<file path="config.mk">
export PLATFORM = sky130hd
export DESIGN_NAME = fu_lane
export DESIGN_NICKNAME = d
export VERILOG_FILES = /design/src/design/ooo_pkg.sv /design/src/design/fu_lane.sv
export SDC_FILE = /design/constraint.sdc
export NUM_CORES = 2
export LEC_CHECK = 0
export CAP_MARGIN = 20
export CORE_ASPECT_RATIO = 1.5
export CORE_MARGIN = 2
export CORE_UTILIZATION = 43
export DETAILED_ROUTE_END_ITERATION = 8
export DONT_BUFFER_PORTS = 1
export GPL_ROUTABILITY_DRIVEN = 0
export PLACE_DENSITY = 0.63
export REMOVE_ABC_BUFFERS = 1
export SLEW_MARGIN = 40
export SYNTH_ARGS = -nofsm -noshare
export SYNTH_HDL_FRONTEND = slang
export SYNTH_SLANG_ARGS = --single-unit
</file>
<file path="constraint.sdc">
create_clock -name clock -period 9.79 [get_ports clock]
set_input_delay 1.958 -clock clock [delete_from_list [all_inputs] [get_ports clock]]
set_output_delay 1.958 -clock clock [all_outputs]
set_load 0.02 [all_outputs]
</file>
<file path="src/design/ooo_pkg.sv">
// shared definitions for the out-of-order back end
// data and tag widths, alu function encoding, operand word
`default_nettype none

package ooo_pkg;

  // datapath and tag widths
  localparam int WORD_WIDTH = 32;
  localparam int TAG_WIDTH  = 4;

  typedef logic [WORD_WIDTH-1:0] word_t;
  typedef logic [TAG_WIDTH-1:0]  tag_t;

  // function select carried with each instruction
  // mul keeps only the low word of the product
  typedef enum logic [2:0] {
    FUNC_ADD = 3'd0,
    FUNC_SUB = 3'd1,
    FUNC_AND = 3'd2,
    FUNC_OR  = 3'd3,
    FUNC_XOR = 3'd4,
    FUNC_MUL = 3'd5
  } alu_func_t;

  // one source operand word
  // read as a value once ready, else as the tag it waits on
  // the ready bit travels beside it and picks the view
  typedef union packed {
    word_t value;
    struct packed {
      logic [WORD_WIDTH-TAG_WIDTH-1:0] zero;
      tag_t                            tag;
    } pending;
  } operand_t;

endpackage

`default_nettype wire

</file>
<file path="src/design/fu_lane.sv">
// one execution lane
// single-cycle alu ops, multi-cycle multiply, result hold until grant
`timescale 1ns/1ns
`default_nettype none

module fu_lane import ooo_pkg::*; #(
  parameter int MULT_LATENCY = 4
) (
  input  logic      clock,
  input  logic      reset,
  input  logic      issue_valid,
  input  alu_func_t issue_func,
  input  tag_t      issue_dest,
  input  word_t     issue_a,
  input  word_t     issue_b,
  input  logic      grant,
  output logic      lane_ready,
  output logic      result_valid,
  output tag_t      result_tag,
  output word_t     result_value
);

  localparam int CNT_W = $clog2(MULT_LATENCY);

  logic             take;
  logic             mult_busy;
  logic             mult_done;
  logic [CNT_W-1:0] mult_count;
  word_t            mult_a;
  word_t            mult_b;

  function automatic word_t alu_calc(input alu_func_t func, input word_t a, input word_t b);
    case (func)
      FUNC_ADD: return a + b;
      FUNC_SUB: return a - b;
      FUNC_AND: return a & b;
      FUNC_OR:  return a | b;
      FUNC_XOR: return a ^ b;
      // low word of the product
      FUNC_MUL: return a * b;
      default:  return '0;
    endcase
  endfunction

  // free, or result leaving this cycle
  assign lane_ready = !mult_busy && (!result_valid || grant);
  assign take       = issue_valid && lane_ready;
  assign mult_done  = mult_busy && (mult_count == CNT_W'(1));

  always_ff @(posedge clock) begin
    if (reset) begin
      result_valid <= 1'b0;
      mult_busy    <= 1'b0;
      mult_count   <= '0;
    end else begin
      if (grant) begin
        result_valid <= 1'b0;
      end
      if (take) begin
        if (issue_func == FUNC_MUL) begin
          mult_busy  <= 1'b1;
          mult_count <= CNT_W'(MULT_LATENCY - 1);
        end else begin
          result_valid <= 1'b1;
        end
      end else if (mult_done) begin
        mult_busy    <= 1'b0;
        result_valid <= 1'b1;
      end else if (mult_busy) begin
        mult_count <= mult_count - 1'b1;
      end
    end
  end

  // payload, held until the grant
  always_ff @(posedge clock) begin
    if (take) begin
      result_tag <= issue_dest;
      mult_a     <= issue_a;
      mult_b     <= issue_b;
      if (issue_func != FUNC_MUL) begin
        result_value <= alu_calc(issue_func, issue_a, issue_b);
      end
    end else if (mult_done) begin
      result_value <= alu_calc(FUNC_MUL, mult_a, mult_b);
    end
  end

endmodule

`default_nettype wire

</file>
Yosys cells after proc, flatten, opt, wreduce, memory -nomap -nowiden. Cells that the tools add are included.

Add/subtract/negate cells: 3. Multiply operators: 2. Equal/unequal tests: 10. Multiplexer cells: 15. Bitwise gates (word level): 3. Reduce and logical (&&, ||, !) cells: 12.

Operator list (count): case mux 32 bit (6 select lines) (1); 2-to-1 mux 32 bit (3); multiplier 32 x 32 -> 32 bit (2); adder 32 bit (1); bitwise AND 32 bit (1); bitwise OR 32 bit (1); subtractor 32 bit (1); bitwise XOR 32 bit (1); 2-to-1 mux 2 bit (4); 2-to-1 mux 1 bit (7); == test 3 x 2 -> 1 bit (second input constant) (2); == test 3 bit (second input constant) (2); inequality test 2 x 1 -> 1 bit (second input constant) (2); AND reduction 2 bit (2); nonzero test 2 bit (2); == test 3 x 1 -> 1 bit (second input constant) (1); logical AND 1 bit (3); zero test 3 bit (1); inequality test 3 bit (second input constant) (1); AND reduction 3 bit (1); == test 2 x 1 -> 1 bit (second input constant) (1); zero test 1 bit (2); inequality test 2 bit (second input constant) (1); subtractor 2 x 1 -> 2 bit (second input constant) (1); logical OR 1 bit (1).

Register bits after elaboration: 104. Bits of input ports: 75. Output and inout port bits: 38. Word-level logic and storage cells: 52.

Logic depth before layout (Yosys ltp).
Depth in word-level cells: 6. Mapped depth: 30. Mapped depth without buffers: 28.

Least setup slack after synthesis. Ideal clock, no wire load.

Kind: input port to flip-flop. Start point: input issue_b[2]. End point: register result_value[26] (data pin). Library setup time: 0.256 ns. Arrival time: 8.721 ns. Required time: 9.534 ns. Path slack: 0.812 ns. Cell stages on the path: 26. Path buffers: 2. Cells stage by stage: clkbuf_1 > inv_1 > clkbuf_1 > nor2_1 > fa_1 > inv_1 > fa_1 > fa_1 > fa_1 > inv_1 > fa_1 > inv_1 > fa_1 > inv_1 > fa_1 > fa_1 > ha_1 > a21o_1 > a21o_1 > a221o_1 > a21oi_1 > o21bai_1 > xor2_1 > a222oi_1 > o21ai_0 > a22o_1.

Longest elaborated chain between the ends: 4. Elaborated cells on any way between the ends: 6. Classes of those cells: add/sub (2); mul (1); mux (3).

Ends and longest elaborated chain: from (decl) (line fu_lane.sv:15) `input word_t issue_b,`; multiplier 32 x 32 -> 32 bit, or another cell as far along (line fu_lane.sv:40) `FUNC_MUL: return a * b;`; case mux 32 bit (6 select lines) * (line fu_lane.sv:33) `case (func)`; 2-to-1 mux 32 bit * (line fu_lane.sv:81) `if (issue_func != FUNC_MUL) begin`; 2-to-1 mux 32 bit * (line fu_lane.sv:77) `if (take) begin`; to (signal assigned) (line fu_lane.sv:82) `result_value <= alu_calc(issue_func, issue_a, issue_b);`; to (signal assigned) (line fu_lane.sv:85) `result_value <= alu_calc(FUNC_MUL, mult_a, mult_b);`; to (decl) (line fu_lane.sv:20) `output word_t result_value`.

Mark *: on every way between the ends. The rest lies on a longest branch, timed or not. The select of a mux whose other input is x is not followed. A chain may end at the register's enable or synchronous reset.

Worst setup path in the final report.
Start point: input issue_b[6]. End point: register result_value[31] (data pin).

The elaborated chain is that of the path after synthesis.

==> flow_summary_export.csv <==
group,metric,value,unit
detailed_routing,post-route-drc-count,0,
logic_synthesis,syn_area,38000,sq um
layout,final_area,39800,sq um
die,die_area,90900,sq um
worst_setup_path,worstSetupPathType,"in -> reg",
detailed_routing,drtIter0Drc,2430,
clocking,numCtsBuffers,9,
timing,finalCritPeriodShare,0.928,
placement,dp_slack,0.375,ns
die,rows,133,
logic_synthesis,synth_area_leader_cell,"fa_1",
detailed_routing,ant_nets,0,
clocking,cts_resized,0,
run,max_cap_viol_count,0,
outcome,status,"complete, no violations",
logic_synthesis,synth_most_common_cell,"inv_1",
global_route,antenna_found_initial,5,
worst_setup_path,crit_path_end_kind,"flop",
logic_synthesis,synthTopCellsByArea,"fa_1 (43%), ha_1 (11%), inv_1 (9.3%)",
timing,hold_violations,0,
worst_setup_path,cp_num_buf_inv,5,
detailed_routing,viasPerCell,5.57,
die,start_util,0.434,
logic_synthesis,synth.yosys.seq_area_share,0.0810,
logic_synthesis,ys.flop_type,"edfxtp_1",
worst_setup_path,worst-path-max-fanout,16,
layout,fin_nets,5457,
placement,hpwl,105000,um
global_route,grt_usage,0.294,
logic_synthesis,synthDistinctLibCells,72,
detailed_routing,route.final.wire_length,129000,um
logic_synthesis,async_flop_share,0,
detailed_routing,num_vias,29950,
clocking,clockBufferDepth,2,
global_route,grt_max_degree,73,
die,ios,113,
clocking,clkTransAtPathRegs,0.08,ns
logic_synthesis,synth-edff-count,100,
clocking,cts_tree,"built",
layout,nFillCells,8487,
timing,period_needed,9.09,ns
worst_setup_path,path_delay_family,"adder cells",
logic_synthesis,synthTopCellsByCount,"inv_1 (943), fa_1 (817), nand2_1 (675)",
hold_path,hold_path_class,"reg -> reg",
worst_setup_path,critPathMaxStageDelay,0.57,ns
logic_synthesis,netlist.area_leader.share,0.430,
placement,place_area,39400,sq um
timing,clock.fmax,0.110,GHz
timing,timing.setup.tns,0,ns
die,die_width,247,um
global_route,grt_pass1_wl,197000,um
logic_synthesis,synth.avg_cell_area,8.79,sq um
detailed_routing,wire_per_inst,24.1,um
worst_setup_path,arrival,9.22,ns
timing,worst_pin_slew,0.894,ns
die,core_area,87700,sq um
logic_synthesis,yosys_warnings,0,
timing,max_slew_margin,0.404,
logic_synthesis,ys_seq_elements,104,
timing,hold_slack,0.466,ns
timing,rsz0062_at_grt,"false",
clocking,clk_latency,0.41,ns
worst_setup_path,cp_slowest_cell,"fa_1",
clocking,htree_num_levels,3,
detailed_routing,first_pass_iters,7,
timing,setup_ws,0.701,ns
die,die_h,368,um
timing,setup_violations,0,
global_route,overflow,0,
clocking,cts-root-buf,"clkbuf_16",
timing,timing.final.max_slew_violations,0,
clocking,postCtsHoldBufs,0,
timing,skew,0.0187,ns
worst_setup_path,required,9.92,ns
global_route,grt_pass1_vias,32827,
worst_setup_path,critPathMostFrequentCell,"fa_1",
placement,portBuffers,0,
clocking,cts_setup_buffers,0,
clocking,cts_num_sinks,104,
logic_synthesis,synth_cells,4326,
layout,layout-drive-gt1-share,0.0331,
worst_setup_path,startpoint_type,"input port",
layout,syn_to_final_growth,4.59,%
cell type report:
class,instances,area (sq um),share of cell area
Sequential cell,104,3080,0.0775
Inverter,967,3630,0.0913
Clock buffer,9,225,0.00566
Tap cell,1147,1440,0.0361
Clock inverter,7,91.3,0.00230
Multi-Input combinational cell,3047,30600,0.768
Antenna cell,1,2.50,0.0000629
Timing Repair Buffer,93,756,0.0190
state kept, by name (all words and copies together), names as in the netlist:
register and count:
mult_busy 1, result_valid 1, mult_count 2, mult_b 32
result_value 32, result_tag 4, mult_a 32
through the flow:
stage / util / instances
3_5_place_dp: 0.450 / 5356
2_1_floorplan: - / 4118
3_3_place_gp: 0.449 / 5348
6_report: 0.454 / 5375
4_1_cts: 0.453 / 5372
5_1_grt: 0.454 / 5375
final timing paths:
kind | startpoint | to | slack (ns) | cells after the start
setup / recovery | issue_b[6] | result_value[31] | 0.70 | 26
hold / removal | mult_count[1] | mult_count[1] | 0.47 | 2
setup reg to reg | mult_b[5] | result_value[30] | 1.67 | 27
hold reg to reg | mult_count[1] | mult_count[1] | 0.47 | 2
layout by cell type (no fill, tap or decap), drive strengths merged, types with 22 or more instances in the layout:
cell | Yosys | routed
a21oi | 98 | 98
nand2 | 675 | 675
clkinv | 19 | 22
edfxtp | 100 | 100
o21ai | 84 | 84
xor2 | 61 | 61
inv | 948 | 952
nor2 | 372 | 372
ha | 343 | 343
xnor2 | 166 | 166
buf | 22 | 93
a21o | 40 | 40
fa | 817 | 817
and2 | 131 | 131
logic make-up (layout without fill, tap and decap cells):
family,after synthesis,after routing,synth area share
buffers and inverters,1175,1076,0.116
AOI/OAI and AO/OA,377,377,0.0648
xor gates and xnor gates,227,227,0.0525
adders and majority gates,1160,1160,0.543
DFF,104,104,0.0810
and+or+nand+nor,1276,1276,0.141
muxes,7,7,0.00187
other,0,1,0
worst min-delay path, stage by stage (launching register included):
cell and delay (ns):
dfxtp_1 0.30, inv_1 0.07, a211oi_1 0.06
metal layers:
layer / part of all wire / global-route usage / wire [um]
met4: 0.082 / 0.193 / 10600
met5: 0.00019 / 0 / 25
met1: 0.34 / 0.325 / 43800
met2: 0.49 / 0.508 / 63800
met3: 0.086 / 0.0588 / 11100
Power is left out: the tool's default activity adds up to more than one toggle a clock period on the data nets, which glitch-free logic cannot reach.
