==> config.mk <==
export PLATFORM = sky130hd
export DESIGN_NAME = reservation_station
export DESIGN_NICKNAME = d
export VERILOG_FILES = /design/src/design/ooo_pkg.sv /design/src/design/reservation_station.sv
export SDC_FILE = /design/constraint.sdc
export NUM_CORES = 2
export LEC_CHECK = 0
export BUFFER_PORTS_ARGS = -buffer_cell sky130_fd_sc_hd__buf_2
export CORE_UTILIZATION = 56
export CTS_BUF_LIST = sky130_fd_sc_hd__clkbuf_4 sky130_fd_sc_hd__clkbuf_8 sky130_fd_sc_hd__clkbuf_16
export DETAILED_ROUTE_END_ITERATION = 7
export PLACE_DENSITY = 0.8
export REMOVE_ABC_BUFFERS = 1
export SETUP_SLACK_MARGIN = 0.1
export SLEW_MARGIN = 5
export SYNTH_ARGS = -nofsm -noshare
export SYNTH_HDL_FRONTEND = slang
export SYNTH_SLANG_ARGS = --single-unit
export TNS_END_PERCENT = 30
==> constraint.sdc <==
create_clock -name clock -period 5.45 [get_ports clock]
set_input_delay 0.8175 -clock clock [delete_from_list [all_inputs] [get_ports clock]]
set_output_delay 0.8175 -clock clock [all_outputs]
set_load 0.01 [all_outputs]
==> src/design/ooo_pkg.sv <==
// shared definitions for the out-of-order back end
// data and tag widths, alu function encoding, operand word
`default_nettype none

package ooo_pkg;

  // datapath and tag widths
  localparam int WORD_WIDTH = 32;
  localparam int TAG_WIDTH  = 4;

  typedef logic [WORD_WIDTH-1:0] word_t;
  typedef logic [TAG_WIDTH-1:0]  tag_t;

  // function select carried with each instruction
  // mul keeps only the low word of the product
  typedef enum logic [2:0] {
    FUNC_ADD = 3'd0,
    FUNC_SUB = 3'd1,
    FUNC_AND = 3'd2,
    FUNC_OR  = 3'd3,
    FUNC_XOR = 3'd4,
    FUNC_MUL = 3'd5
  } alu_func_t;

  // one source operand word
  // read as a value once ready, else as the tag it waits on
  // the ready bit travels beside it and picks the view
  typedef union packed {
    word_t value;
    struct packed {
      logic [WORD_WIDTH-TAG_WIDTH-1:0] zero;
      tag_t                            tag;
    } pending;
  } operand_t;

endpackage

`default_nettype wire

==> src/design/reservation_station.sv <==
// reservation station
// entry storage, cdb wake-up, dispatch bypass and multi-lane issue select
`timescale 1ns/1ns
`default_nettype none

module reservation_station import ooo_pkg::*; #(
  parameter int RS_SIZE   = 8,
  parameter int NUM_LANES = 3
) (
  input  logic                 clock,
  input  logic                 reset,
  input  logic                 dispatch_valid,
  input  alu_func_t            dispatch_func,
  input  tag_t                 dispatch_dest,
  input  logic                 dispatch_a_ready,
  input  operand_t             dispatch_a,
  input  logic                 dispatch_b_ready,
  input  operand_t             dispatch_b,
  input  logic                 cdb_valid,
  input  tag_t                 cdb_tag,
  input  word_t                cdb_value,
  input  logic [NUM_LANES-1:0] lane_ready,
  output logic                 rs_full,
  output logic [NUM_LANES-1:0] issue_valid,
  output alu_func_t            issue_func [NUM_LANES],
  output tag_t                 issue_dest [NUM_LANES],
  output word_t                issue_a [NUM_LANES],
  output word_t                issue_b [NUM_LANES]
);

  localparam int IDX_W = (RS_SIZE > 1) ? $clog2(RS_SIZE) : 1;

  // entry state
  logic [RS_SIZE-1:0] busy;
  logic [RS_SIZE-1:0] ent_a_ready;
  logic [RS_SIZE-1:0] ent_b_ready;
  alu_func_t          ent_func [RS_SIZE];
  tag_t               ent_dest [RS_SIZE];
  operand_t           ent_a [RS_SIZE];
  operand_t           ent_b [RS_SIZE];

  logic               dispatch_take;
  logic [IDX_W-1:0]   alloc_idx;
  logic [RS_SIZE-1:0] busy_next;
  logic [RS_SIZE-1:0] entry_ready;
  logic [RS_SIZE-1:0] issue_mask;
  logic [IDX_W-1:0]   issue_idx [NUM_LANES];

  // dispatch side, with same-cycle cdb bypass
  logic     a_bypass;
  logic     b_bypass;
  operand_t a_in;
  operand_t b_in;

  //////////////////////////////////////////////////////////////////////
  // dispatch
  //////////////////////////////////////////////////////////////////////

  // held off while full, source keeps the strobe up
  assign dispatch_take = dispatch_valid && !rs_full;

  assign a_bypass = cdb_valid && !dispatch_a_ready && (dispatch_a.pending.tag == cdb_tag);
  assign b_bypass = cdb_valid && !dispatch_b_ready && (dispatch_b.pending.tag == cdb_tag);
  assign a_in     = a_bypass ? operand_t'(cdb_value) : dispatch_a;
  assign b_in     = b_bypass ? operand_t'(cdb_value) : dispatch_b;

  // lowest free entry, scan down so the lowest index wins
  always_comb begin
    alloc_idx = '0;
    for (int k = RS_SIZE - 1; k >= 0; k--) begin
      if (!busy[k]) begin
        alloc_idx = IDX_W'(k);
      end
    end
  end

  //////////////////////////////////////////////////////////////////////
  // issue select
  //////////////////////////////////////////////////////////////////////

  // only registered ready bits count, wake-up lands next edge
  assign entry_ready = busy & ent_a_ready & ent_b_ready;

  // lanes in index order, each takes the lowest ready entry left
  always_comb begin
    logic [RS_SIZE-1:0] avail;
    avail      = entry_ready;
    issue_mask = '0;
    for (int l = 0; l < NUM_LANES; l++) begin
      issue_valid[l] = 1'b0;
      issue_idx[l]   = '0;
      if (lane_ready[l]) begin
        for (int k = RS_SIZE - 1; k >= 0; k--) begin
          if (avail[k]) begin
            issue_valid[l] = 1'b1;
            issue_idx[l]   = IDX_W'(k);
          end
        end
        // claimed entry is gone for the later lanes
        if (issue_valid[l]) begin
          avail[issue_idx[l]]      = 1'b0;
          issue_mask[issue_idx[l]] = 1'b1;
        end
      end
    end
  end

  always_comb begin
    for (int l = 0; l < NUM_LANES; l++) begin
      issue_func[l] = ent_func[issue_idx[l]];
      issue_dest[l] = ent_dest[issue_idx[l]];
      issue_a[l]    = ent_a[issue_idx[l]].value;
      issue_b[l]    = ent_b[issue_idx[l]].value;
    end
  end

  //////////////////////////////////////////////////////////////////////
  // occupancy
  //////////////////////////////////////////////////////////////////////

  // issued entries free at this edge, dispatch fills one
  always_comb begin
    busy_next = busy & ~issue_mask;
    if (dispatch_take) begin
      busy_next[alloc_idx] = 1'b1;
    end
  end

  always_ff @(posedge clock) begin
    if (reset) begin
      busy    <= '0;
      rs_full <= 1'b0;
    end else begin
      busy    <= busy_next;
      rs_full <= &busy_next;
    end
  end

  // wake-up on cdb match, then the new entry
  always_ff @(posedge clock) begin
    for (int k = 0; k < RS_SIZE; k++) begin
      if (cdb_valid && busy[k] && !ent_a_ready[k] && (ent_a[k].pending.tag == cdb_tag)) begin
        ent_a_ready[k] <= 1'b1;
        ent_a[k].value <= cdb_value;
      end
      if (cdb_valid && busy[k] && !ent_b_ready[k] && (ent_b[k].pending.tag == cdb_tag)) begin
        ent_b_ready[k] <= 1'b1;
        ent_b[k].value <= cdb_value;
      end
    end
    if (dispatch_take) begin
      ent_func[alloc_idx]    <= dispatch_func;
      ent_dest[alloc_idx]    <= dispatch_dest;
      ent_a[alloc_idx]       <= a_in;
      ent_b[alloc_idx]       <= b_in;
      ent_a_ready[alloc_idx] <= dispatch_a_ready || a_bypass;
      ent_b_ready[alloc_idx] <= dispatch_b_ready || b_bypass;
    end
  end

endmodule

`default_nettype wire

# ---- Yosys cells after proc, flatten, opt, wreduce, memory -nomap -nowiden
# Memories as Yosys holds them, arrays and structs flattened.
# Cells that the tools add are included.
dict set report word_totals {
  ramBits 568
  elab_cells 259
  out_inout_bits 217
  regBits 25
  memories 4
}
# memory words word_bits rd rd_ports_with_merged_regs wr line
set mem_list {}
lappend mem_list {ent_a 8 32 11 0 9 reservation_station.sv:39} ;# operand_t ent_a [RS_SIZE];
lappend mem_list {ent_b 8 32 11 0 9 reservation_station.sv:40} ;# operand_t ent_b [RS_SIZE];
lappend mem_list {ent_dest 8 4 3 0 1 reservation_station.sv:38} ;# tag_t ent_dest [RS_SIZE];
lappend mem_list {ent_func 8 3 3 0 1 reservation_station.sv:37} ;# alu_func_t ent_func [RS_SIZE];
dict set report classes {
  magnitude_cmp 8
  mux 143
  reduce_logical 71
  eq_ne 18
  n_bitwise 11
}
# operator n
set op_table {}
lappend op_table {{2-to-1 mux 3 bit} 38}
lappend op_table {{2-to-1 mux 8 bit} 13}
lappend op_table {{2-to-1 mux 1 bit} 84}
lappend op_table {{== test 4 bit} 18}
lappend op_table {{2-to-1 mux 32 bit} 2}
lappend op_table {{logical AND 1 bit} 49}
lappend op_table {{AND 8 bit} 5}
lappend op_table {{NOT 8 bit} 3}
lappend op_table {{OR 8 bit} 3}
lappend op_table {{logical NOT 1 bit} 19}
lappend op_table {{bitwise mux 8 bit} 2}
lappend op_table {{< comparator 3 x 4 -> 1 bit, second input constant} 4}
lappend op_table {{demux 1 bit (select 3 bit)} 4}
lappend op_table {{>= comparator 3 x 1 -> 1 bit, second input constant} 4}
lappend op_table {{AND reduction 8 bit} 1}
lappend op_table {{logical OR 1 bit} 2}

# ---- Longest topological paths before layout
dict set report logic_depth {
  depth_word 57
  ltp_mapped 16
  mapped_depth_nobuf 10
}

# ---- Worst setup path after synthesis
# Ideal clock, no wire load.
dict set report synth_path {
  kind {input-to-reg}
  from {in cdb_tag[2]}
  to {mem ent_b[3][0] (netlist name), enable pin}
  required_ps 4936
  arrival_ps 5309
  stages 5
  path_slack_ps -374
  cell_sequence {clkbuf_1 buf_1 xnor2_1 nand3_1 o41ai_1}
}
# element line
set synth_rtl {}
lappend synth_rtl {{start: declaration} reservation_station.sv:20} ;# input tag_t cdb_tag,
lappend synth_rtl {{end: declaration} reservation_station.sv:40}

==> flow_summary.json <==
{
  "setup_violations": 0,
  "placed_area_mm2": 0.04379,
  "cp-end-kind": "primary output",
  "grt_first_pass_wirelength_um": 217200,
  "numCtsBuffers": 60,
  "ys_warn_count": 0,
  "synth_common_cells": "820 x nand2_1, 568 x edfxtp_1, 498 x mux2_2",
  "drt-total-wl_um": 150300,
  "wl_per_cell_um": 28.30,
  "yosysUniqueCellTypes": 74,
  "async_flop_share": 0,
  "ys_seq_area_frac": 0.4286,
  "drive_gt1_frac": 0.2819,
  "numClockSinks": 593,
  "fin_nets": 4414,
  "antenna_found_initial": 22,
  "path_cells": "and3_2 > a21oi_2 > a21o_2 > o311ai_4 > o211ai_1 > a221o_2 > a31oi_4 > buf_4 > clkbuf_16 > mux2i_1 > a22oi_1 > and3_1 > buf_2",
  "die_h_um": 272.5,
  "hp-start": "dispatch_dest[2]",
  "p_total_uw": 11270,
  "start_util": 0.5691,
  "outcome": "complete, but fails checks",
  "io_buffer_count": 332,
  "clockBufferDepth": 3,
  "synth_edf_count": 568,
  "worstMarginPinSlew_ns": 1.201,
  "via_count": 36700,
  "fillers": 5539,
  "hold_path_class": "in -> reg",
  "grt_max_degree": 126,
  "clk_pin_slew_ns": 0.06,
  "post-route-util": 0.6413,
  "slowest_delay_ns": 0.49,
  "path_buf_inv": 3,
  "synthCells": 4137,
  "reg2regPathDepth": 14,
  "critPathLaunchType": "flip-flop",
  "relSlewSlack": 0.1995,
  "ys.flop_type": "edfxtp_1",
  "fin_worst_skew_ns": 0.01893,
  "clk_latency_ns": 0.67,
  "die-area_mm2": 0.07423,
  "peakVddDrop_mv": 0.2680,
  "drtIter0Drc": 5994,
  "fin_crit_ns": 5.276,
  "fmax_mhz": 189.5,
  "rows": 98,
  "powerDensity_mw_per_mm2": 244.1,
  "synth_most_common_cell": "nand2_1",
  "cap_violations": 0,
  "synthesis.area_mm2": 0.04096,
  "worstPathRequired_ns": 4.63,
  "reg2reg_to": "rs_full",
  "crit_fanout": 14,
  "critPathKind": "reg -> out",
  "hpwl_um": 90860,
  "cp_slowest_cell": "dfxtp_1",
  "area_delta_synth_final_pct": 12.68,
  "grt_pass1_vias": 34999,
  "cts_hold_buf": 0,
  "cp_data_arrival_time_ns": 4.46,
  "drc": 1,
  "core_area_mm2": 0.07198,
  "firstDrtPassIters": 8,
  "slew_viol_final": 0,
  "cpLargestDelayFamily": "compound AO/OA/AOI/OAI gates",
  "rsz0062_at_grt": "false",
  "r2r-start": "ent_b_ready[3]",
  "final-hold-violation-count": 0,
  "yosys.area.top_type": "edfxtp_1",
  "whs_path_depth": 1,
  "io_pins": 333,
  "final_cell_area_mm2": 0.04616,
  "die_w_um": 272.5,
  "period_share": 0.9680,
  "htree_levels": 2,
  "ys_seq_elements": 593,
  "avgSynthCellArea_um2": 9.901,
  "via_per_inst": 6.910,
  "synth_top_area_share": 0.4164,
  "rrSetupSlack_ns": 1.67,
  "overflow": 0,
  "min_to": "ent_dest[2][2]",
  "cts-root-buf": "clkbuf_16",
  "cts_tree": "yes",
  "ant_nets": 0,
  "yosys-top-cells-area": "edfxtp_1 42%, mux2_2 14%, nand2_1 7.5%, mux2i_1 7.0%, nand3_1 4.4%",
  "violations": "DRC",
  "grt_usage": 0.3905,
  "gp_congestion": 1.001,
  "p_leak_uw": 0.01866
}
layer usage:
layer	up-vias	share of wire	track usage
met1	17235	0.34	0.4892
li1	15518	-	-
met4	18	0.083	0.2844
met5	-	0.00071	0
met3	845	0.14	0.07899
met2	3084	0.44	0.6019
metrics by stage:
| stage | hold slack, ns | cells | setup TNS (ns) | setup slack [ns] |
|---|---|---|---|---|
| floorplan | 0.4873 | 3767 | -1263.26 | -9.287 |
| global placement | 0.5083 | 5163 | 0 | 0.4017 |
| detailed placement | 0.5269 | 5163 | 0 | 0.3742 |
| CTS | 0.4025 | 5277 | 0 | 0.1004 |
| global route | 0.4242 | 5308 | 0 | 0.09813 |
| finish | 0.4319 | 5311 | 0 | 0.1743 |
worst max path at each step:
stage / start / endpoint / slack (ns) / cells after the start
detailed placement: lane_ready[0] / issue_a[21] / 0.37 / 14
CTS: busy[3] / issue_b[31] / 0.10 / 14
floorplan: lane_ready[1] / issue_func[0] / -9.29 / 8
finish: busy[4] / issue_a[30] / 0.17 / 13
global route: busy[4] / issue_b[27] / 0.1 / 13
global placement: lane_ready[0] / issue_a[21] / 0.40 / 14
cell type report:
| class | instances | area, um^2 | share of cell area |
|---|---|---|---|
| Antenna cell | 12 | 30.03 | 0.0006506 |
| Clock buffer | 74 | 1630 | 0.03532 |
| Clock inverter | 39 | 404.1 | 0.008756 |
| Inverter | 166 | 624.3 | 0.01353 |
| Multi-Input combinational cell | 3010 | 21590 | 0.4677 |
| Sequential cell | 593 | 17570 | 0.3806 |
| Tap cell | 950 | 1189 | 0.02575 |
| Timing Repair Buffer | 467 | 3123 | 0.06766 |
where the power goes:
part	total [uW]	internal [uW]	switching (uW)
registers	5230	5130	103
clock network	4350	2460	1880
logic	1690	671	1020
total	11300	8260	3000
layout by cell type, fill, tap and decap left out, types with 32 or more instances in the layout:
master | synthesis | final
buf_12 | 0 | 32
a21oi_1 | 252 | 250
o21a_1 | 64 | 62
mux2i_1 | 285 | 285
and3_1 | 84 | 82
nor2_1 | 51 | 43
buf_4 | 2 | 100
o211ai_1 | 160 | 160
nand3_1 | 364 | 363
mux2_2 | 498 | 498
o21ai_0 | 100 | 100
xnor2_1 | 50 | 50
a22oi_1 | 70 | 70
buf_2 | 40 | 331
nand2_1 | 820 | 810
edfxtp_1 | 568 | 568
mux4_2 | 71 | 71
inv_1 | 165 | 164
clkbuf_16 | 0 | 62
repair_timing:
action / in CTS / in global routing
cloned: 1 / 2
setup buffers: 0 / 20
gates resized for setup: 2 / 21
pin swaps: 1 / 6
setup endpoints to repair: 59 / 70
cell families after synthesis:
logic type                 share of synthesized area
and+or+nand+nor                               0.1450
DFF                                           0.4286
AOI/OAI and AO/OA                             0.1130
buffers and inverters                        0.05324
muxes                                         0.2456
adders and majority gates                  0.0004887
xor gates and xnor gates                     0.01411
registers in the layout (all words and copies together), names as in the netlist:
name         flops
busy             8
ent_a          256
ent_a_ready      8
ent_b          256
ent_b_ready      8
ent_dest        32
ent_func        24
rs_full          1
No activity file was read; power rests on OpenSTA's default activity.
