<file path="src/design/ooo_pkg.sv">
// shared definitions for the out-of-order back end
// data and tag widths, alu function encoding, operand word
`default_nettype none

package ooo_pkg;

  // datapath and tag widths
  localparam int WORD_WIDTH = 32;
  localparam int TAG_WIDTH  = 4;

  typedef logic [WORD_WIDTH-1:0] word_t;
  typedef logic [TAG_WIDTH-1:0]  tag_t;

  // function select carried with each instruction
  // mul keeps only the low word of the product
  typedef enum logic [2:0] {
    FUNC_ADD = 3'd0,
    FUNC_SUB = 3'd1,
    FUNC_AND = 3'd2,
    FUNC_OR  = 3'd3,
    FUNC_XOR = 3'd4,
    FUNC_MUL = 3'd5
  } alu_func_t;

  // one source operand word
  // read as a value once ready, else as the tag it waits on
  // the ready bit travels beside it and picks the view
  typedef union packed {
    word_t value;
    struct packed {
      logic [WORD_WIDTH-TAG_WIDTH-1:0] zero;
      tag_t                            tag;
    } pending;
  } operand_t;

endpackage

`default_nettype wire

</file>
<file path="src/design/cdb_arbiter.sv">
// cdb arbiter
// lowest-index priority select over lane results, drives cdb and grants
`timescale 1ns/1ns
`default_nettype none

module cdb_arbiter import ooo_pkg::*; #(
  parameter int NUM_LANES = 3
) (
  input  logic [NUM_LANES-1:0] result_valid,
  input  tag_t                 result_tag [NUM_LANES],
  input  word_t                result_value [NUM_LANES],
  output logic [NUM_LANES-1:0] grant,
  output logic                 cdb_valid,
  output tag_t                 cdb_tag,
  output word_t                cdb_value
);

  //////////////////////////////////////////////////////////////////////
  // priority select
  //////////////////////////////////////////////////////////////////////

  // any waiting lane puts something on the bus
  assign cdb_valid = |result_valid;

  // scan from the top, last hit is the lowest index
  // idle bus carries zero tag and value
  always_comb begin
    grant     = '0;
    cdb_tag   = '0;
    cdb_value = '0;
    for (int i = NUM_LANES - 1; i >= 0; i--) begin
      if (result_valid[i]) begin
        // one-hot, drop any higher lane seen earlier
        grant     = '0;
        grant[i]  = 1'b1;
        cdb_tag   = result_tag[i];
        cdb_value = result_value[i];
      end
    end
  end

  // ungranted lanes keep their result for a later cycle

endmodule

`default_nettype wire

</file>
<file path="config.mk">
export PLATFORM = sky130hd
export DESIGN_NAME = cdb_arbiter
export DESIGN_NICKNAME = d
export VERILOG_FILES = /design/src/design/ooo_pkg.sv /design/src/design/cdb_arbiter.sv
export SDC_FILE = /design/constraint.sdc
export NUM_CORES = 1
export LEC_CHECK = 0
export BUFFER_PORTS_ARGS = -buffer_cell sky130_fd_sc_hd__buf_2
export CORE_MARGIN = 2
export CORE_UTILIZATION = 33
export DETAILED_ROUTE_END_ITERATION = 7
export PLACE_DENSITY = 0.94
export SKIP_LAST_GASP = 1
export SYNTH_ARGS = -nofsm -noshare
export SYNTH_HDL_FRONTEND = slang
export SYNTH_SLANG_ARGS = --single-unit
</file>
<file path="constraint.sdc">
create_clock -name vclk -period 0.8
set_clock_uncertainty 0.1 [all_clocks]
set_input_delay 0.08 -clock vclk [all_inputs]
set_output_delay 0.08 -clock vclk [all_outputs]
set_load 0.005 [all_outputs]
</file>
After elaboration in Yosys (flattened, before gate mapping)
Index checks and enable logic that the tools add are counted.
{"block": "word_totals", "reg_bits": 0, "out_inout_bits": 40}
{"block": "classes", "mux": 9, "n_reduce_logical": 1}
{"cell": "32-bit 2-to-1 mux", "n": 3}
{"cell": "4-bit 2-to-1 mux", "n": 3}
{"cell": "3-bit 2-to-1 mux", "n": 3}
{"cell": "3-bit OR reduction", "n": 1}

Longest topological paths before layout
Gate-level depths: netlist of the first run.
{"block": "logic_depth", "word_depth": 3, "mapped_depth": 4}

Worst setup path before layout of the first run
No wires, ideal clock.
{"block": "synth_path", "path_kind": "input -> output", "start": "input port result_valid[1]", "end": "output port cdb_tag[0]", "required_ps": 620, "stages": 4, "arrival_time_ps": 599, "slack_ps": 21, "cell_sequence": "buf_6 > buf_6 > nand3b_1 > a21oi_1"}
{"block": "synth_between", "elab_chain_cells": 2}
{"element": "from (decl)", "line_no": "cdb_arbiter.sv:9", "source": "input logic [NUM_LANES-1:0] result_valid,"}
{"element": "4-bit 2-to-1 mux (2 in series)", "line_no": "cdb_arbiter.sv:32", "source": "if (result_valid[i]) begin"}
{"element": "to (decl)", "line_no": "cdb_arbiter.sv:14", "source": "output tag_t cdb_tag,"}
Every way passes these cells.

Final worst setup path of the first run
{"block": "layout_path", "start": "input port result_valid[1]", "end": "output port cdb_value[25]"}
{"block": "layout_between", "elab_chain_cells": 2}
{"element": "32-bit 2-to-1 mux (2 in series)", "line_no": "cdb_arbiter.sv:32"}
{"element": "to (decl)", "line_no": "cdb_arbiter.sv:15", "source": "output word_t cdb_value"}
Every way passes these cells.

==> results of run 1 <==
## logic make-up after synthesis
| group | after synthesis | share of synthesized area [%] |
|---|---|---|
| buffers and inverters | 21 | 17.1 |
| and+or+nand+nor | 75 | 48.9 |
| AOI/OAI and AO/OA | 72 | 34.0 |
## critical path: cells and delay by family
kind / cells / cell delay [ns]
AOI/OAI and AO/OA: 1 / 0.14
and+or+nand+nor: 1 / 0.16
buffers and inverters: 3 / 0.40
## cells in the final DEF, fill, tap and decap left out
master     netlist  routed
a21oi_1         68      50
a21oi_2          4      21
nor2b_1         37      36
buf_16           0       9
a21oi_4          0       1
buf_2            2     148
buf_12           0       7
or3_1            1       1
buf_4            6       4
clkbuf_16        0       3
buf_8            0       3
nand3b_1        34      34
nor2b_2          0       1
nor3b_2          0       1
nand3b_4         2       2
## area by class of cell
type,count,area [um^2]
Tap cell,46,57.6
Fill cell,243,950
Timing Repair Buffer,174,1280
Multi-Input combinational cell,147,998
## power groups by stage
stage                     clock, W  combinational (W)  sequential (W)
after floorplan                  0           0.000481               0
after global placement           0           0.000927               0
after detailed placement         0           0.000950               0
after CTS                        0            0.00116               0
after global routing             0            0.00137               0
final                            0            0.00126               0
## per-layer routing
metal | global-route usage, % | vias to the layer above | routed length, um | share of wire, %
met2 | 43.8 | 92 | 2710 | 53
met3 | 0.828 | 10 | 322 | 6.3
met5 | 0 | - | 0 | 0
li1 | - | 913 | - | -
met1 | 20.3 | 853 | 1960 | 38
met4 | 3.34 | 0 | 119 | 2.3
## per-stage QoR
| stage | setup TNS, ns | instance area, um^2 |
|---|---|---|
| 3_5_place_dp | -7.53 | 1870 |
| 4_1_cts | -4.39 | 2190 |
| 6_report | -4.62 | 2330 |
| 2_1_floorplan | 0 | 1100 |
| 5_1_grt | -6.08 | 2330 |
| 3_3_place_gp | -6.99 | 1870 |
## worst max path at each step
| stage | from | endpoint | slack [ns] | cells after the start |
|---|---|---|---|---|
| final | result_valid[1] | cdb_value[25] | -0.16 | 5 |
| after floorplan | result_valid[1] | cdb_tag[0] | 0.02 | 4 |
| after CTS | result_valid[1] | cdb_value[27] | -0.15 | 5 |
| after global routing | result_valid[1] | cdb_value[28] | -0.21 | 5 |
| after global placement | result_valid[0] | cdb_value[0] | -0.20 | 5 |
| after detailed placement | result_valid[1] | cdb_value[27] | -0.22 | 5 |
## timing repair
item | 4_1_cts | 5_1_grt
cloned | 8 | 3
resized for setup | 31 | 17
pin swaps | 5 | 2
setup buffers | 1 | 0
setup endpoints to repair | 39 | 38
==> out/qor.txt, run 1 <==
Site row count = 21
Most common cell in the netlist = a21oi_1
Drt first pass iters = 4
Port buffer count = 151
Cell internal pwr = 0.000758 W
Post-synthesis cell type count = 12
Syn-to-layout area delta = 111%
Crit path time final = 0.961 ns
Routed Wire Length = 5.12 mm
IO Count = 151
Num sequential = 0
Max VDD drop = 0.264 mV
Avg Inst Size Synth = 6.58 um^2
Pre-CTS WS = -0.220 ns
CP Capture Type = output pin
Crit path kind = input port to output pin
Hold Crit Endpoint = cdb_value[21]
Worst-path cell chain = buf_12 > buf_12 > nand3b_1 > a21oi_2 > buf_2
Power per cell area = 540 nW/um^2
Fmax = 1040 MHz
DP HPWL = 3.05 mm
Clk pwr share = 0%
Required @ worst endpoint = 0.62 ns
Global route total overflow = 0
Crit path top cell by count = buf_12
Reg power frac = 0%
Synthesized Nets = 279
Failing checks = setup timing
Static leakage = 1.13 nW
Design Power = 0.00126 W
GRT Overall Usage = 20.0%
Setup violations, final = 38
Min-delay src = result_value[85]
Pin count of the biggest net entering global routing = 20
Antenna violations before repair = 0
Starting density of the core = 33.6%
Comb pwr share = 100.0%
Gpl congestion = 0.789
Hold path cells = 4
Clock buf count = 0
Maximum fanout along the worst path = 7
Placed cells = 355
Layout cells sized above 1 = 62.3%
RSZ-0062 raised after global routing = true
Synth top area cells = a21oi_1, nand3b_1, nor2b_1
Register area share after synthesis = 0%
Slew Limit Fails = 0
Post-synth top area share = 30.8%
Inserted Diodes = 0
Die Y = 61.9 um
# DRC = 0
Hold buffers post-CTS = 0
Final period utilization = 120%
Switching pwr = 0.000502 W
Crit start category = input port
Worst hold path type = input port to output pin
Tightest hold margin = 0.364 ns
CP max-delay cell = nand3b_1
Antenna viol nets, final = 0
Number of global-route vias before repair = 1449
Routed WL per cell = 13.9 um
Max-cap viol count = 0
Fin util = 71.1%
Slew margin rel. = 84.7%
Post-Syn Instances = 168
Synth cell count leaders = a21oi_1, nor2b_1, nand3b_1
Core ar. = 3280 um^2
Reg area = 0 um^2
Via count = 1868
Worst-margin pin slew = 0.230 ns
Hold Vio Cnt, Final = 0
Synth Warn # = 0
CP max stage delay = 0.16 ns
Post-Syn Area = 1100 um^2
Most area-hungry cell type in the Yosys netlist = a21oi_1
Fin nets = 434
Die Width = 61.9 um
Sw Ratio = 39.9%
Non-Filler Instances = 367
Status = finished with violations
Crit path arrival time = 0.78 ns
First-pass GRT wire length = 5.98 mm
Die area = 3830 um^2
DR iter-0 viols = 57
Vias per inst = 5.09
Final WS setup = -0.161 ns
No activity file was read; power rests on OpenSTA's default activity.
==> run 2: changes to the inputs <==
--- a/config.mk
+++ b/config.mk
@@ -7,5 +7,4 @@
 export LEC_CHECK = 0
 export BUFFER_PORTS_ARGS = -buffer_cell sky130_fd_sc_hd__buf_2
-export CORE_MARGIN = 2
 export CORE_UTILIZATION = 33
 export DETAILED_ROUTE_END_ITERATION = 7
==> constraint.sdc (replaced) <==
create_clock -name vclk -period 0.8
set_clock_uncertainty 0.1 [all_clocks]
set_input_delay 0.04 -clock vclk [all_inputs]
set_output_delay 0.04 -clock vclk [all_outputs]
set_load 0.005 [all_outputs]
==> out/qor.txt, run 2 (same netlist as run 1, synthesis figures left out) <==
Hold path cells = 3
Die Width = 59.9 um
DR iter-0 viols = 115
Min-delay src = result_valid[0]
# DRC = 0
GR peak layer = met2
CP max stage delay = 0.18 ns
Hold Crit Endpoint = grant[2]
Crit path buf inv count = 3
Crit path time final = 0.983 ns
Clk pwr share = 0%
Port buffer count = 151
Slew Limit Fails = 0
Routed WL per cell = 15.1 um
CP max-delay cell = nand3b_1
GRT Overall Usage = 23.6%
Hold Vio Cnt, Final = 0
Placed cells = 354
Fin nets = 431
Fmax = 1020 MHz
Worst-margin pin slew = 0.180 ns
Sw Ratio = 42.9%
Crit start category = input port
Switching pwr = 0.000538 W
Reg area = 0 um^2
Final WS setup = -0.183 ns
Crit path arrival time = 0.84 ns
Antenna violations before repair = 0
Routed Wire Length = 5.45 mm
Status = finished with violations
Met2 usage = 45.6%
Max-cap viol count = 0
CP Capture Type = output pin
Starting density of the core = 35.6%
Power per cell area = 549 nW/um^2
Worst hold path type = input port to output pin
Global route total overflow = 0
Commonest non-fill, non-tap cell in the layout = buf_2
Maximum fanout along the worst path = 30
Num sequential = 0
Failing checks = setup timing
Gpl congestion = 0.754
Required @ worst endpoint = 0.66 ns
DP HPWL = 3.10 mm
Most frequent cells in the layout = buf_2, a21oi_1, nor2b_1
IO Count = 151
Syn-to-layout area delta = 107%
Static leakage = 1.09 nW
Setup violations, final = 39
Vias per inst = 5.25
Via count = 1899
Number of global-route vias before repair = 1581
Pin count of the biggest net entering global routing = 31
RSZ-0062 raised after global routing = true
Antenna viol nets, final = 0
First-pass GRT wire length = 6.65 mm
Reg power frac = 0%
Hold buffers post-CTS = 0
Max VDD drop = 0.314 mV
Crit path kind = input port to output pin
Final period utilization = 123%
Design Power = 0.00125 W
Layout cells sized above 1 = 63.5%
Pre-CTS WS = -0.174 ns
M3 GR Usage = 3.03%
Cell internal pwr = 0.000716 W
Non-Filler Instances = 362
Site row count = 20
Slew margin rel. = 88.0%
Tightest hold margin = 0.283 ns
Inserted Diodes = 0
Die area = 3580 um^2
GR Util met1 = 25.9%
Worst-path cell chain = buf_12 > buf_6 > nand3b_1 > a21oi_1 > buf_2
Worst path top cell family by delay = buffers and inverters
Die Y = 59.9 um
Setup TNS = -4.17 ns
Comb pwr share = 100.0%
Core ar. = 3100 um^2
Drt first pass iters = 4
Clock buf count = 0
==> run 2: cell count changes in the layout (fill, tap and decap cells not counted), moves of 2 or more <==
cell and delta:
a21oi_1 -5, a21oi_4 +6, buf_16 -4, buf_4 +2, buf_6 +2, clkbuf_16 -2
==> run 2: power by group through the flow <==
stage | registers (W) | logic (W) | clock network [W]
6_report | 0 | 0.00125 | 0
2_1_floorplan | 0 | 0.000481 | 0
3_3_place_gp | 0 | 0.000927 | 0
4_1_cts | 0 | 0.00113 | 0
5_1_grt | 0 | 0.00135 | 0
3_5_place_dp | 0 | 0.000948 | 0
==> run 2: final cells by class <==
type                       count  area (um^2)
timing repair buffer         171         1150
fill                         245          821
multi-input combinational    147         1070
tap                           44         55.1
==> run 2: per-layer routing <==
metal | vias to the layer above | wire length [um]
met5 | - | 0
met4 | 0 | 136
met3 | 14 | 410
met2 | 109 | 2910
met1 | 874 | 2000
li1 | 902 | -
==> run 2: how the worst max path moves through the flow <==
stage / start / slack, ns / end / cells after the start
floorplan: result_valid[1] / 0.10 / cdb_tag[0] / 4
global placement: result_valid[1] / -0.16 / cdb_valid / 4
detailed placement: result_valid[1] / -0.17 / cdb_valid / 4
CTS: result_valid[1] / -0.13 / cdb_tag[2] / 6
global route: result_valid[1] / -0.23 / cdb_value[26] / 5
finish: result_valid[1] / -0.18 / cdb_value[26] / 5
==> run 2: metrics by stage <==
| step | utilization, % | instance area [um^2] |
|---|---|---|
| detailed placement | 60.2 | 1870 |
| global placement | 60.2 | 1870 |
| finish | 73.5 | 2280 |
| CTS | 69.0 | 2140 |
| global route | 73.5 | 2280 |
| floorplan | - | 1100 |
==> run 2: what timing repair did <==
action / in CTS / in global routing
buffers inserted: 1 / 0
pin swaps: 5 / 6
gates resized for setup: 31 / 22
cloned: 6 / 1
endpoints found under the setup margin: 38 / 39
==> run 3: changes to the inputs <==
Settings changed: BUFFER_PORTS_ARGS -buffer_cell sky130_fd_sc_hd__buf_2 to -buffer_cell sky130_fd_sc_hd__buf_4, SETUP_SLACK_MARGIN set to 0.1.
==> out/qor.txt, run 3 (same netlist as run 1, synthesis figures left out) <==
Vias per inst = 5.49
Static leakage = 1.20 nW
Drt first pass iters = 4
Routed WL per cell = 17.1 um
Antenna violations before repair = 0
CP Capture Type = output pin
Final WS setup = -0.0345 ns
# DRC = 0
Max VDD drop = 0.319 mV
Clock buf count = 0
Required @ worst endpoint = 0.66 ns
IO Count = 151
Core ar. = 3100 um^2
Die Y = 59.9 um
Final period utilization = 104%
Crit path kind = input port to output pin
Slew margin rel. = 87.8%
First-pass GRT wire length = 7.68 mm
Failing checks = setup timing
Tightest hold margin = 0.289 ns
RSZ-0062 raised after global routing = true
Maximum fanout along the worst path = 5
Power per cell area = 555 nW/um^2
Setup violations, final = 2
Gpl congestion = 0.837
Design Power = 0.00145 W
Site row count = 20
Commonest non-fill, non-tap cell in the layout = buf_4
Via count = 1954
DP HPWL = 3.07 mm
GRT Overall Usage = 27.4%
Max-cap viol count = 0
Hold Vio Cnt, Final = 0
Fmax = 1200 MHz
Worst hold path type = input port to output pin
Slew Limit Fails = 0
Fin nets = 425
Post-CTS Setup Bufs = 0
Inserted Diodes = 0
Number of global-route vias before repair = 1666
Reg area = 0 um^2
Layout cells sized above 1 = 62.5%
Routed Wire Length = 6.09 mm
DR iter-0 viols = 114
Status = finished with violations
Syn-to-layout area delta = 136%
Most frequent cells in the layout = buf_4, a21oi_1, nor2b_1
Global route total overflow = 0
Crit path arrival time = 0.69 ns
Antenna viol nets, final = 0
Critical path origin = result_valid[0]
Port buffer count = 151
Crit start category = input port
Hold buffers post-CTS = 0
Crit path time final = 0.834 ns
CP Capture Point = cdb_valid
Die area = 3580 um^2
Worst-margin pin slew = 0.183 ns
Pin count of the biggest net entering global routing = 39
Num sequential = 0
Starting density of the core = 35.6%
Die Width = 59.9 um
run 3: critical path: stages:
cell    delay [ns]
buf_16        0.11
or3_1         0.39
buf_4         0.15
run 3: worst min-delay path by stage:
stage,depth (start not counted),slack (ns),endpoint,from
finish,4,0.29,cdb_value[31],result_value[95]
global route,3,0.30,cdb_valid,result_valid[1]
CTS,3,0.27,cdb_valid,result_valid[0]
detailed placement,4,0.29,cdb_value[22],result_value[86]
global placement,4,0.29,cdb_value[24],result_value[88]
floorplan,1,0.06,grant[0],result_valid[0]
run 3: layer usage:
layer	up-vias	part of all wire, %	global-route usage (%)	wire length (um)
met1	911	36	31.1	2200
met3	18	9.3	6.28	566
met4	0	2.4	5.98	144
li1	898	-	-	-
met5	-	0	0	0
met2	127	52	51.3	3180
run 3: timing repair:
item,in CTS,in global routing
pin swaps,3,7
cloned,8,6
gates resized for setup,25,21
endpoints found under the hold margin,0,0
setup endpoints to repair,40,37
run 3: power breakdown:
| part | total, W | switching (W) | internal (W) |
|---|---|---|---|
| clock | 0 | 0 | 0 |
| combinational | 0.00145 | 0.000503 | 0.000942 |
| sequential | 0 | 0 | 0 |
| total | 0.00145 | 0.000503 | 0.000942 |
run 3: area by class of cell:
class,count,area [um^2]
Timing Repair Buffer,165,1540
Fill cell,197,498
Multi-Input combinational cell,147,1010
Tap cell,44,55.1
run 3: through the flow:
stage	cells	setup slack (ns)	TNS, ns	area (um^2)	util (%)
finish	356	-0.0345	-0.0593	2610	84.0
global route	356	-0.0379	-0.0750	2610	84.0
CTS	350	0.00719	0	2400	77.5
detailed placement	342	-0.335	-11.02	2100	67.8
global placement	342	-0.333	-10.43	2100	67.8
floorplan	168	0.101	0	1100	-
